[src/hw/vec_params.svh]
`ifndef VEC_PARAMS_SVH
`define VEC_PARAMS_SVH

// ========================================
// vector core sizing
// ========================================

// lanes per vector
`define VEC_LANES          4
// bits per lane element
`define VEC_ELEM_WIDTH     16
// architectural vector registers
`define VEC_REG_COUNT      8
// data memory word address
`define VEC_MEM_ADDR_WIDTH 8
// instruction word
`define VEC_INSTR_WIDTH    32

`endif
[src/hw/vec_pkg.sv]
`include "vec_params.svh"

package vec_pkg;

    // element and flat vector, lane 0 in the low bits
    typedef logic [`VEC_ELEM_WIDTH-1:0]            elem_t;
    typedef logic [`VEC_LANES*`VEC_ELEM_WIDTH-1:0] vec_t;

    typedef logic [$clog2(`VEC_REG_COUNT)-1:0]     reg_addr_t;
    typedef logic [`VEC_MEM_ADDR_WIDTH-1:0]        mem_addr_t;
    typedef logic [`VEC_INSTR_WIDTH-1:0]           instr_t;

    // top 3 bits of the instruction, code 7 is treated as nop
    typedef enum logic [2:0] {
        OP_NOP   = 3'd0,
        OP_ADD   = 3'd1,
        OP_SUB   = 3'd2,
        OP_AND   = 3'd3,
        OP_XOR   = 3'd4,
        OP_LOAD  = 3'd5,
        OP_STORE = 3'd6
    } opcode_t;

    // result source for write-back
    typedef enum logic [1:0] {
        WB_NONE = 2'd0,
        WB_ALU  = 2'd1,
        WB_MEM  = 2'd2
    } wb_sel_t;

endpackage

[src/hw/vec_core.sv]
`timescale 1ns/1ps

module vec_core (
    input  logic                clk,
    input  logic                rst_n,
    input  logic                instr_vld,
    input  vec_pkg::instr_t     instr,
    input  vec_pkg::vec_t       mem_rdata,
    output vec_pkg::mem_addr_t  mem_addr,
    output logic                mem_ren,
    output logic                mem_we,
    output vec_pkg::vec_t       mem_wdata,
    output logic                data_out_vld,
    output vec_pkg::vec_t       data_out,
    output vec_pkg::reg_addr_t  reg_wb
);
    import vec_pkg::*;

    // decode outputs
    reg_addr_t vs1_addr;
    reg_addr_t vs2_addr;
    reg_addr_t vd_addr;
    mem_addr_t addr;
    opcode_t   op;
    logic      alu_issue;
    logic      load_issue;
    logic      store_issue;
    logic      reg_we;
    wb_sel_t   wb_sel;

    // register file ports
    vec_t      rd_data_a;
    vec_t      rd_data_b;
    logic      rf_we;
    reg_addr_t rf_addr;
    vec_t      rf_data;

    // execute results
    vec_t      alu_result;
    vec_t      load_data;

    // ========================================
    // decode and operand read
    // ========================================

    vec_decode u_decode (
        .instr_vld   (instr_vld),
        .instr       (instr),
        .vs1_addr    (vs1_addr),
        .vs2_addr    (vs2_addr),
        .vd_addr     (vd_addr),
        .addr        (addr),
        .op          (op),
        .alu_issue   (alu_issue),
        .load_issue  (load_issue),
        .store_issue (store_issue),
        .reg_we      (reg_we),
        .wb_sel      (wb_sel)
    );

    vec_regfile u_regfile (
        .clk       (clk),
        .rst_n     (rst_n),
        .rd_addr_a (vs1_addr),
        .rd_addr_b (vs2_addr),
        .rd_data_a (rd_data_a),
        .rd_data_b (rd_data_b),
        .we        (rf_we),
        .wr_addr   (rf_addr),
        .wr_data   (rf_data)
    );

    // ========================================
    // execute, both units on the same instr
    // ========================================

    vec_alu u_alu (
        .clk    (clk),
        .rst_n  (rst_n),
        .issue  (alu_issue),
        .op     (op),
        .src_a  (rd_data_a),
        .src_b  (rd_data_b),
        .result (alu_result)
    );

    // store data is the vs2 vector
    vec_mem_stage u_mem_stage (
        .clk         (clk),
        .rst_n       (rst_n),
        .load_issue  (load_issue),
        .store_issue (store_issue),
        .addr        (addr),
        .store_data  (rd_data_b),
        .mem_addr    (mem_addr),
        .mem_ren     (mem_ren),
        .mem_we      (mem_we),
        .mem_wdata   (mem_wdata),
        .mem_rdata   (mem_rdata),
        .load_data   (load_data)
    );

    vec_writeback u_writeback (
        .clk          (clk),
        .rst_n        (rst_n),
        .reg_we       (reg_we),
        .vd_addr      (vd_addr),
        .wb_sel       (wb_sel),
        .alu_result   (alu_result),
        .load_data    (load_data),
        .rf_we        (rf_we),
        .rf_addr      (rf_addr),
        .rf_data      (rf_data),
        .data_out_vld (data_out_vld),
        .data_out     (data_out),
        .reg_wb       (reg_wb)
    );

endmodule

[src/hw/vec_writeback.sv]
`timescale 1ns/1ps

module vec_writeback (
    input  logic                clk,
    input  logic                rst_n,
    input  logic                reg_we,
    input  vec_pkg::reg_addr_t  vd_addr,
    input  vec_pkg::wb_sel_t    wb_sel,
    input  vec_pkg::vec_t       alu_result,
    input  vec_pkg::vec_t       load_data,
    output logic                rf_we,
    output vec_pkg::reg_addr_t  rf_addr,
    output vec_pkg::vec_t       rf_data,
    output logic                data_out_vld,
    output vec_pkg::vec_t       data_out,
    output vec_pkg::reg_addr_t  reg_wb
);
    import vec_pkg::*;

    // capture at acceptance, then two more to line up with the results
    localparam int TAG_STAGES = 3;

    logic      we_q  [TAG_STAGES];
    reg_addr_t vd_q  [TAG_STAGES];
    wb_sel_t   sel_q [TAG_STAGES];
    vec_t      sel_data;

    // ========================================
    // destination tag pipeline
    // ========================================

    always_ff @(posedge clk) begin
        if (!rst_n) begin
            for (int i = 0; i < TAG_STAGES; i++) begin
                we_q[i]  <= 1'b0;
                vd_q[i]  <= '0;
                sel_q[i] <= WB_NONE;
            end
            rf_we   <= 1'b0;
            rf_addr <= '0;
        end else begin
            we_q[0]  <= reg_we;
            vd_q[0]  <= vd_addr;
            sel_q[0] <= wb_sel;
            for (int i = 1; i < TAG_STAGES; i++) begin
                we_q[i]  <= we_q[i-1];
                vd_q[i]  <= vd_q[i-1];
                sel_q[i] <= sel_q[i-1];
            end
            rf_we   <= we_q[TAG_STAGES-1];
            rf_addr <= vd_q[TAG_STAGES-1];
        end
    end

    // both units hold their result here
    always_comb begin
        case (sel_q[TAG_STAGES-1])
            WB_ALU:  sel_data = alu_result;
            WB_MEM:  sel_data = load_data;
            default: sel_data = '0;
        endcase
    end

    always_ff @(posedge clk) begin
        rf_data <= sel_data;
    end

    // report mirrors the regfile write
    assign data_out_vld = rf_we;
    assign data_out     = rf_data;
    assign reg_wb       = rf_addr;

endmodule

[src/hw/vec_mem_stage.sv]
`timescale 1ns/1ps

module vec_mem_stage (
    input  logic                clk,
    input  logic                rst_n,
    input  logic                load_issue,
    input  logic                store_issue,
    input  vec_pkg::mem_addr_t  addr,
    input  vec_pkg::vec_t       store_data,
    output vec_pkg::mem_addr_t  mem_addr,
    output logic                mem_ren,
    output logic                mem_we,
    output vec_pkg::vec_t       mem_wdata,
    input  vec_pkg::vec_t       mem_rdata,
    output vec_pkg::vec_t       load_data
);

    // read in flight, data due at the next edge
    logic ren_q;

    // request strobes last one cycle per issue
    always_ff @(posedge clk) begin
        if (!rst_n) begin
            mem_ren <= 1'b0;
            mem_we  <= 1'b0;
            ren_q   <= 1'b0;
        end else begin
            mem_ren <= load_issue;
            mem_we  <= store_issue;
            ren_q   <= mem_ren;
        end
    end

    always_ff @(posedge clk) begin
        if (load_issue || store_issue) begin
            mem_addr <= addr;
        end
        if (store_issue) begin
            mem_wdata <= store_data;
        end
        if (ren_q) begin
            load_data <= mem_rdata;
        end
    end

endmodule

[src/hw/vec_alu.sv]
`timescale 1ns/1ps
`include "vec_params.svh"

module vec_alu (
    input  logic              clk,
    input  logic              rst_n,
    input  logic              issue,
    input  vec_pkg::opcode_t  op,
    input  vec_pkg::vec_t     src_a,
    input  vec_pkg::vec_t     src_b,
    output vec_pkg::vec_t     result
);
    import vec_pkg::*;

    localparam int W = `VEC_ELEM_WIDTH;

    logic    vld_q1;
    logic    vld_q2;
    opcode_t op_q;
    vec_t    a_q;
    vec_t    b_q;
    vec_t    arith_d;
    vec_t    logic_d;
    vec_t    arith_q;
    vec_t    logic_q;
    logic    sel_logic_q;

    // ========================================
    // stage valids and opcode
    // ========================================

    always_ff @(posedge clk) begin
        if (!rst_n) begin
            vld_q1 <= 1'b0;
            vld_q2 <= 1'b0;
            op_q   <= OP_NOP;
        end else begin
            vld_q1 <= issue;
            vld_q2 <= vld_q1;
            if (issue) begin
                op_q <= op;
            end
        end
    end

    // per-lane math, wraps inside each element
    for (genvar i = 0; i < `VEC_LANES; i++) begin : g_lane
        elem_t ea;
        elem_t eb;
        assign ea = a_q[i*W +: W];
        assign eb = b_q[i*W +: W];
        assign arith_d[i*W +: W] = (op_q == OP_SUB) ? ea - eb : ea + eb;
        assign logic_d[i*W +: W] = (op_q == OP_XOR) ? ea ^ eb : ea & eb;
    end

    // operands at acceptance, lane results next, final select last
    always_ff @(posedge clk) begin
        if (issue) begin
            a_q <= src_a;
            b_q <= src_b;
        end
        if (vld_q1) begin
            arith_q     <= arith_d;
            logic_q     <= logic_d;
            sel_logic_q <= (op_q == OP_AND) || (op_q == OP_XOR);
        end
        if (vld_q2) begin
            result <= sel_logic_q ? logic_q : arith_q;
        end
    end

endmodule

[src/hw/vec_regfile.sv]
`timescale 1ns/1ps
`include "vec_params.svh"

module vec_regfile (
    input  logic                clk,
    input  logic                rst_n,
    input  vec_pkg::reg_addr_t  rd_addr_a,
    input  vec_pkg::reg_addr_t  rd_addr_b,
    output vec_pkg::vec_t       rd_data_a,
    output vec_pkg::vec_t       rd_data_b,
    input  logic                we,
    input  vec_pkg::reg_addr_t  wr_addr,
    input  vec_pkg::vec_t       wr_data
);
    import vec_pkg::*;

    vec_t regs [`VEC_REG_COUNT];

    // single write port, cleared at reset
    always_ff @(posedge clk) begin
        if (!rst_n) begin
            for (int i = 0; i < `VEC_REG_COUNT; i++) begin
                regs[i] <= '0;
            end
        end else if (we) begin
            regs[wr_addr] <= wr_data;
        end
    end

    // async reads, no bypass of a same-cycle write
    assign rd_data_a = regs[rd_addr_a];
    assign rd_data_b = regs[rd_addr_b];

endmodule

[src/hw/vec_decode.sv]
`timescale 1ns/1ps
`include "vec_params.svh"

module vec_decode (
    input  logic                instr_vld,
    input  vec_pkg::instr_t     instr,
    output vec_pkg::reg_addr_t  vs1_addr,
    output vec_pkg::reg_addr_t  vs2_addr,
    output vec_pkg::reg_addr_t  vd_addr,
    output vec_pkg::mem_addr_t  addr,
    output vec_pkg::opcode_t    op,
    output logic                alu_issue,
    output logic                load_issue,
    output logic                store_issue,
    output logic                reg_we,
    output vec_pkg::wb_sel_t    wb_sel
);
    import vec_pkg::*;

    // field layout, packed down from the msb
    localparam int OP_W    = $bits(opcode_t);
    localparam int RA_W    = $bits(reg_addr_t);
    localparam int OP_LSB  = `VEC_INSTR_WIDTH - OP_W;
    localparam int VD_LSB  = OP_LSB - RA_W;
    localparam int VS1_LSB = VD_LSB - RA_W;
    localparam int VS2_LSB = VS1_LSB - RA_W;

    logic [OP_W-1:0] op_field;

    assign op_field = instr[OP_LSB +: OP_W];
    assign vd_addr  = instr[VD_LSB +: RA_W];
    assign vs1_addr = instr[VS1_LSB +: RA_W];
    assign vs2_addr = instr[VS2_LSB +: RA_W];
    assign addr     = instr[$bits(mem_addr_t)-1:0];

    // issue controls, all quiet without a strobe
    always_comb begin
        op          = OP_NOP;
        alu_issue   = 1'b0;
        load_issue  = 1'b0;
        store_issue = 1'b0;
        reg_we      = 1'b0;
        wb_sel      = WB_NONE;
        if (instr_vld) begin
            case (op_field)
                OP_ADD, OP_SUB, OP_AND, OP_XOR: begin
                    op        = opcode_t'(op_field);
                    alu_issue = 1'b1;
                    reg_we    = 1'b1;
                    wb_sel    = WB_ALU;
                end
                OP_LOAD: begin
                    op         = OP_LOAD;
                    load_issue = 1'b1;
                    reg_we     = 1'b1;
                    wb_sel     = WB_MEM;
                end
                OP_STORE: begin
                    op          = OP_STORE;
                    store_issue = 1'b1;
                end
                // nop and the unused code 7
                default: op = OP_NOP;
            endcase
        end
    end

endmodule

[config.mk]
export PLATFORM = sky130hd
export DESIGN_NAME = vec_core
export DESIGN_NICKNAME = d
export VERILOG_FILES = /design/src/hw/vec_pkg.sv /design/src/hw/vec_core.sv /design/src/hw/vec_writeback.sv /design/src/hw/vec_mem_stage.sv /design/src/hw/vec_alu.sv /design/src/hw/vec_regfile.sv /design/src/hw/vec_decode.sv
export VERILOG_INCLUDE_DIRS = /design/src /design/src/hw
export SDC_FILE = /design/constraint.sdc
export NUM_CORES = 1
export LEC_CHECK = 0
export ABC_AREA = 1
export BUFFER_PORTS_ARGS = -buffer_cell sky130_fd_sc_hd__buf_2
export CORE_MARGIN = 1
export CORE_UTILIZATION = 50
export DETAILED_ROUTE_END_ITERATION = 8
export GPL_ROUTABILITY_DRIVEN = 0
export GPL_TIMING_DRIVEN = 1
export PLACE_DENSITY = 0.75
export SYNTH_ARGS = -nofsm -noshare
export SYNTH_HDL_FRONTEND = slang
export SYNTH_SLANG_ARGS = --single-unit
[constraint.sdc]
create_clock -name clk -period 9.02 [get_ports clk]
set_clock_uncertainty 0.2 [all_clocks]
set_input_delay 1.804 -clock clk [delete_from_list [all_inputs] [get_ports clk]]
set_output_delay 1.804 -clock clk [all_outputs]
set_load 0.05 [all_outputs]
Word-level counts from Yosys, hierarchy flattened
Memories as Yosys holds them, arrays and structs flattened. A register that Yosys moved wholly into a read port is not among the register bits.
Cells that the tools add are included.

operators by class
  add/sub/neg operators = 8
  $mul = 0
  div/mod/pow operators = 0
  magnitude comparators = 0
  equality and inequality tests = 11
  shift-type cells = 0
  mux-type cells = 39
  bitwise logic cells = 17
  reductions and logical operators = 7

operators by type and width
  operator                                                         number
  16-bit 2-to-1 mux                                                8
  64-bit 2-to-1 mux                                                2
  64-bit case mux with 2 select lines                              1
  16-bit adder                                                     4
  16-bit bitwise AND                                               4
  64-bit OR reduction                                              1
  16-bit subtractor                                                4
  16-bit bitwise XOR                                               4
  1-bit 2-to-1 mux                                                 17
  3-bit 2-to-1 mux                                                 5
  3-bit by 2-bit == test with 1-bit output, second input constant  4
  3-bit == test, second input constant                             4
  1-bit bitwise OR                                                 9
  3-bit case mux with 3 select lines                               1
  2-bit 2-to-1 mux                                                 4
  5-bit OR reduction                                               1
  2-bit case mux with 2 select lines                               1
  4-bit OR reduction                                               1
  3-bit by 1-bit == test with 1-bit output, second input constant  1
  2-bit by 1-bit == test with 1-bit output, second input constant  1
  2-bit == test, second input constant                             1
  1-bit logical NOT                                                2
  1-bit logical OR                                                 2

word-level totals
  flip-flop bits (word level) = 465
  bits in latches = 0
  memory bits (writable) = 530
  memory bits (read-only) = 0
  bits of input ports = 99
  output and inout bits = 142
  word-level logic and storage cells = 101
  memories = 4

memories
  memory             words  width  rd ports  clocked after memory_dff  write ports  line                 text
  u_regfile.regs     8      64     2         1                         8            vec_regfile.sv:17    vec_t regs [`VEC_REG_COUNT];
  u_writeback.vd_q   3      3      3         1                         3            vec_writeback.sv:24  reg_addr_t vd_q [TAG_STAGES];
  u_writeback.sel_q  3      2      3         0                         3            vec_writeback.sv:25  wb_sel_t sel_q [TAG_STAGES];
  u_writeback.we_q   3      1      3         1                         3            vec_writeback.sv:23  logic we_q [TAG_STAGES];

Longest topological paths before layout
  depth after elaboration = 5
  mapped depth = 19
  mapped depth without buffers = 19

Hierarchy
Synthesis repeated with hierarchy kept, for this count alone.

second synthesis, totals
  cells, all modules = 6257
  area, all modules = 55284.3 um^2

modules (own cells, without submodules)
  module         instances  cells each  area an instance (um^2)  sequential area each (um^2)
  vec_regfile    1          4062        29907.4                  15374.7
  vec_alu        1          1592        17436.7                  9739.3
  vec_mem_stage  1          148         4177.8                   4144.0
  vec_writeback  1          417         3539.6                   1721.7
  vec_decode     1          38          222.7                    0.0

Worst setup path before layout
Ideal clock, no wire load.

  path type = input-to-reg
  from = input port instr[29]
  to = register u_mem_stage.mem_addr[0], enable pin
  setup time = 341 ps
  data arrival time = 7024 ps
  data required time = 8479 ps
  path slack = 1455 ps
  stages = 5
  path buffers = 0
  cells stage by stage = inv_1 -> nand2_1 -> nor3_1 -> inv_1 -> nand2_1

on the way
  word-level cells in the longest chain between the ends = 4
  elaborated cells on any way between the ends = 7
  classes of those cells = 2 x eq/ne; 4 x mux; 1 x reduce/logical

RTL lines
  what                    line                 text
  start: declaration      vec_core.sv:7        input vec_pkg::instr_t instr,
  3-bit == test           vec_decode.sv:45     case (op_field)
  1-bit 2-to-1 mux        vec_decode.sv:45
  1-bit 2-to-1 mux        vec_decode.sv:44     if (instr_vld) begin
  named net store_issue   vec_core.sv:27       logic store_issue;
  1-bit logical OR        vec_mem_stage.sv:35  if (load_issue || store_issue) begin
  end signal: assignment  vec_mem_stage.sv:36  mem_addr <= addr;
  end: declaration        vec_mem_stage.sv:10  output vec_pkg::mem_addr_t mem_addr,

The timed path passes the listed nets, and every way through them passes these cells.
A chain may end at the register's enable or synchronous reset.

==> flow_summary.toml <==
[outcome]
status = "completed"

[global_route]
overflow = 0
grt_first_pass_wirelength_um = 210100
grt_antenna_before_repair = 1
gr-usage-all-layers_pct = 26.56
grt_max_degree = 232
first_global_vias = 37467

[placed_design]
io_buffer_count = 228
post-place-ws_ns = 3.326
place.detailed.hpwl_um = 79710

[cts]
hold_fix_buffer_count_after_cts = 0
cts.htree.levels = 3
cts_made_buffers = 110
numClockSinks = 1063
cts_tree = "done"
clk-insertion-delay-late_ns = 0.70
clk_root_buffer_cell = "sky130_fd_sc_hd__clkbuf_16"
cts-resized-gates = 0
count_of_buffers_added_by_post_cts_timing_repair_for_setup = 0
cts_max_path_buffers = 3
clkSlewWorstSetupHoldPaths_ns = 0.06

[final_layout]
drive_above_1_share_pct = 11.29
final_net_count = 5355
postLayoutCoreUtil_pct = 56.42
fillers = 8357
multiInputGateArea_um2 = 16920
area_growth_syn_to_fin_pct = 11.45
regArea_um2 = 30990

[synthesis]
synth-compound-area-share_pct = 12.97
synth_simple_gate_area_share_pct = 12.76
flop_and_latch_count_out_of_synthesis = 1063
yosysWarnings = 0
post_synth_instance_area_um2 = 50840
synth_mux_area_share_pct = 2.746
yosys.cell_types.count = 33
seq_area_frac_synth_pct = 60.93
postSynthCellCount = 5041
synth-adder-area-share_pct = 3.357
synth_top_family_by_area = "compound AO/OA/AOI/OAI gates"
synthesis.area_per_instance_um2 = 10.09
synthesis.nets = 5274
synth_xor_area_share_pct = 1.258

[critical_path]
type_of_the_setup_path_with_the_least_slack = "primary input to register"
crit_path_max_fanout = 38
cp.required_ns = 9.13
timing.critical_path.from_type = "primary input"
max_stage_delay_ns = 0.97
worst_setup_path_end_kind = "register"
crit_arrival_ns = 5.12
slowest_stage = "sky130_fd_sc_hd__nand2_2"
cp_cell_sequence = "buf_2 -> nand2_1 -> nor2_1 -> nand2_2 -> nand2_2 -> buf_4"
worst_path_most_repeated_cell = "sky130_fd_sc_hd__nand2_2"

[floorplan]
floorplan.core_area_um2 = 100400
die_w_um = 320.9
floorplan.initialDensity_pct = 50.62
num_io_pins = 241
num_rows = 116
die-area_um2 = 103000
die_height_um = 320.9

[power]
static-leakage-power_nw = 21.18
irDropWorstVdd_uv = 167.6
design_power_total_w = 0.01164
total_power_divided_by_cell_area_nw_per_um2 = 205.4

[timing]
final_hold_viol_count = 0
setup_total_negative_slack_ns = 0
final_min_period_over_clock_period_pct = 55.60
worst-slew-pin-transition_ns = 1.179
slew_viol_final = 0
setup_repair_after_global_routing_missed_its_margin = "no"
layout_setup_ws_ns = 4.005
report.final.setup_viol = 0
worst_relative_slew_slack_pct = 21.37
max_freq_mhz = 199.4
timing.final.crit_period_ns = 5.015

[hold_path]
min-delay-path-class = "register to register"

[drt]
drt-total-wl_um = 139000
count_of_routing_violations_after_the_opening_detailed_route_iteration = 4283
drt-vias-per-instance = 5.831
dr_total_vias = 38337
drt-pass1-iter-count = 6
ant_nets = 0
drt_drc_violations_left = 0
routed_wire_length_per_instance_um = 21.13

[run]
drv.max_cap_violation_count = 0
[worst max-delay path: cells and delay by family]
family | cells | cell delay (ns)
buffers and inverters | 2 | 1.29
AND/OR/NAND/NOR | 4 | 1.97
[registers in the layout, summed over array words and instances (netlist names), 6 cells and up]
| signal | cells |
|---|---|
| u_alu.a_q | 64 |
| u_alu.arith_q | 64 |
| u_alu.b_q | 64 |
| u_alu.logic_q | 64 |
| u_alu.result | 64 |
| u_mem_stage.load_data | 64 |
| u_mem_stage.mem_addr | 8 |
| u_mem_stage.mem_wdata | 64 |
| u_regfile.regs | 512 |
| u_writeback.data_out | 64 |
| u_writeback.sel_q | 6 |
| u_writeback.vd_q | 9 |
[path summary, 6_finish.rpt]
| check | end | slack, ns | startpoint | cells after the start |
|---|---|---|---|---|
| setup / recovery | u_regfile.regs[4][37] | 4.00 | rst_n | 6 |
| hold / removal | u_writeback.vd_q[2][1] | 0.21 | u_writeback.vd_q[1][1] | 2 |
| setup reg to reg | u_alu.arith_q[45] | 4.62 | u_alu.op_q[2] | 14 |
| hold reg to reg | u_writeback.vd_q[2][1] | 0.21 | u_writeback.vd_q[1][1] | 2 |
[metrics by stage]
step | instance area [um2] | cells | hold WS [ns]
3_3_place_gp | 52880 | 6367 | 0.1930
5_1_grt | 56660 | 6575 | 0.2346
3_5_place_dp | 52880 | 6367 | 0.1996
4_1_cts | 56660 | 6574 | 0.2143
6_report | 56660 | 6575 | 0.2124
2_1_floorplan | 50840 | 5041 | 0.1905
[power breakdown]
part | switching [W] | internal [W] | leakage (nW) | total, W
clock network | 0.00194 | 0.00284 | 1.83 | 0.00477
registers | 0.0000946 | 0.00560 | 10.3 | 0.00570
logic | 0.000802 | 0.000368 | 9.02 | 0.00117
total | 0.00283 | 0.00880 | 21.2 | 0.0116
[layout by cell type (no fill, tap or decap), types with 6 or more instances in the layout]
| cell | n |
|---|---|
| sky130_fd_sc_hd__a21o_1 | 9 |
| sky130_fd_sc_hd__a21oi_1 | 377 |
| sky130_fd_sc_hd__a31oi_1 | 128 |
| sky130_fd_sc_hd__buf_2 | 224 |
| sky130_fd_sc_hd__buf_4 | 38 |
| sky130_fd_sc_hd__bufinv_16 | 16 |
| sky130_fd_sc_hd__clkbuf_1 | 34 |
| sky130_fd_sc_hd__clkbuf_16 | 113 |
| sky130_fd_sc_hd__clkbuf_8 | 9 |
| sky130_fd_sc_hd__clkinv_1 | 9 |
| sky130_fd_sc_hd__clkinv_2 | 13 |
| sky130_fd_sc_hd__dfxtp_1 | 91 |
| sky130_fd_sc_hd__edfxtp_1 | 969 |
| sky130_fd_sc_hd__ha_1 | 128 |
| sky130_fd_sc_hd__inv_1 | 467 |
| sky130_fd_sc_hd__inv_6 | 7 |
| sky130_fd_sc_hd__mux2_2 | 124 |
| sky130_fd_sc_hd__nand2_1 | 629 |
| sky130_fd_sc_hd__nand2_2 | 13 |
| sky130_fd_sc_hd__nand3_1 | 106 |
| sky130_fd_sc_hd__nand4_1 | 18 |
| sky130_fd_sc_hd__nor2_1 | 869 |
| sky130_fd_sc_hd__nor3_1 | 12 |
| sky130_fd_sc_hd__o211ai_1 | 128 |
| sky130_fd_sc_hd__o21ai_0 | 445 |
| sky130_fd_sc_hd__o21ai_1 | 108 |
| sky130_fd_sc_hd__o21bai_1 | 11 |
| sky130_fd_sc_hd__xnor2_1 | 6 |
| sky130_fd_sc_hd__xor2_1 | 67 |
[final cells by class]
class,count,area share (%)
multi-input cells,3207,29.86
inverters,473,3.164
diodes,1,0.004416
well taps,1357,2.996
repair buffers,267,2.610
flip-flops and latches,1063,54.69
clock buffers,156,5.434
clock inverters,51,1.237
[logic make-up (layout without fill, tap and decap cells)]
kind of cell,count (synthesis),in the layout
simple gates,1666,1666
compound gates,1210,1210
flops,1063,1063
buf+inv,771,947
fa+ha+maj,134,134
mux,124,124
xor+xnor,73,73
other cells,0,1
[cell usage after synthesis]
| master | instances | area share [%] |
|---|---|---|
| sky130_fd_sc_hd__xor2_1 | 67 | 1.2 |
| sky130_fd_sc_hd__a21oi_1 | 377 | 3.7 |
| sky130_fd_sc_hd__nor3_1 | 13 | 0.13 |
| sky130_fd_sc_hd__and2_0 | 1 | 0.012 |
| sky130_fd_sc_hd__inv_2 | 2 | 0.015 |
| sky130_fd_sc_hd__inv_1 | 470 | 3.5 |
| sky130_fd_sc_hd__xnor2_1 | 6 | 0.10 |
| sky130_fd_sc_hd__buf_4 | 2 | 0.030 |
| sky130_fd_sc_hd__o21ai_1 | 108 | 1.1 |
| sky130_fd_sc_hd__nor2_1 | 869 | 6.4 |
| sky130_fd_sc_hd__o21a_1 | 4 | 0.059 |
| sky130_fd_sc_hd__clkbuf_2 | 1 | 0.0098 |
| sky130_fd_sc_hd__clkinv_1 | 1 | 0.0074 |
| sky130_fd_sc_hd__fa_1 | 4 | 0.16 |
| sky130_fd_sc_hd__mux2_2 | 124 | 2.7 |
| sky130_fd_sc_hd__o211ai_1 | 128 | 1.9 |
| sky130_fd_sc_hd__nand2_1 | 646 | 4.8 |
| sky130_fd_sc_hd__or2_2 | 4 | 0.049 |
| sky130_fd_sc_hd__a21o_1 | 9 | 0.13 |
| sky130_fd_sc_hd__buf_1 | 37 | 0.27 |
| sky130_fd_sc_hd__buf_6 | 5 | 0.11 |
| sky130_fd_sc_hd__clkbuf_1 | 175 | 1.3 |
| sky130_fd_sc_hd__nand4_1 | 18 | 0.22 |
| sky130_fd_sc_hd__dfxtp_1 | 94 | 3.7 |
| sky130_fd_sc_hd__edfxtp_1 | 969 | 57 |
| sky130_fd_sc_hd__buf_2 | 78 | 0.77 |
| sky130_fd_sc_hd__nand3_1 | 107 | 1.1 |
| sky130_fd_sc_hd__ha_1 | 130 | 3.2 |
| sky130_fd_sc_hd__a31oi_1 | 128 | 1.6 |
| sky130_fd_sc_hd__o21ai_0 | 445 | 4.4 |
| sky130_fd_sc_hd__o21bai_1 | 11 | 0.16 |
| sky130_fd_sc_hd__and2_1 | 4 | 0.049 |
| sky130_fd_sc_hd__nand3b_1 | 4 | 0.059 |
[routing by layer]
layer | wire length (um) | track usage, %
met4 | 6109 | 13.07
met2 | 67140 | 44.79
met3 | 13320 | 4.345
met5 | 0 | 0
met1 | 52380 | 33.22
No activity file was read; power rests on OpenSTA's default activity.
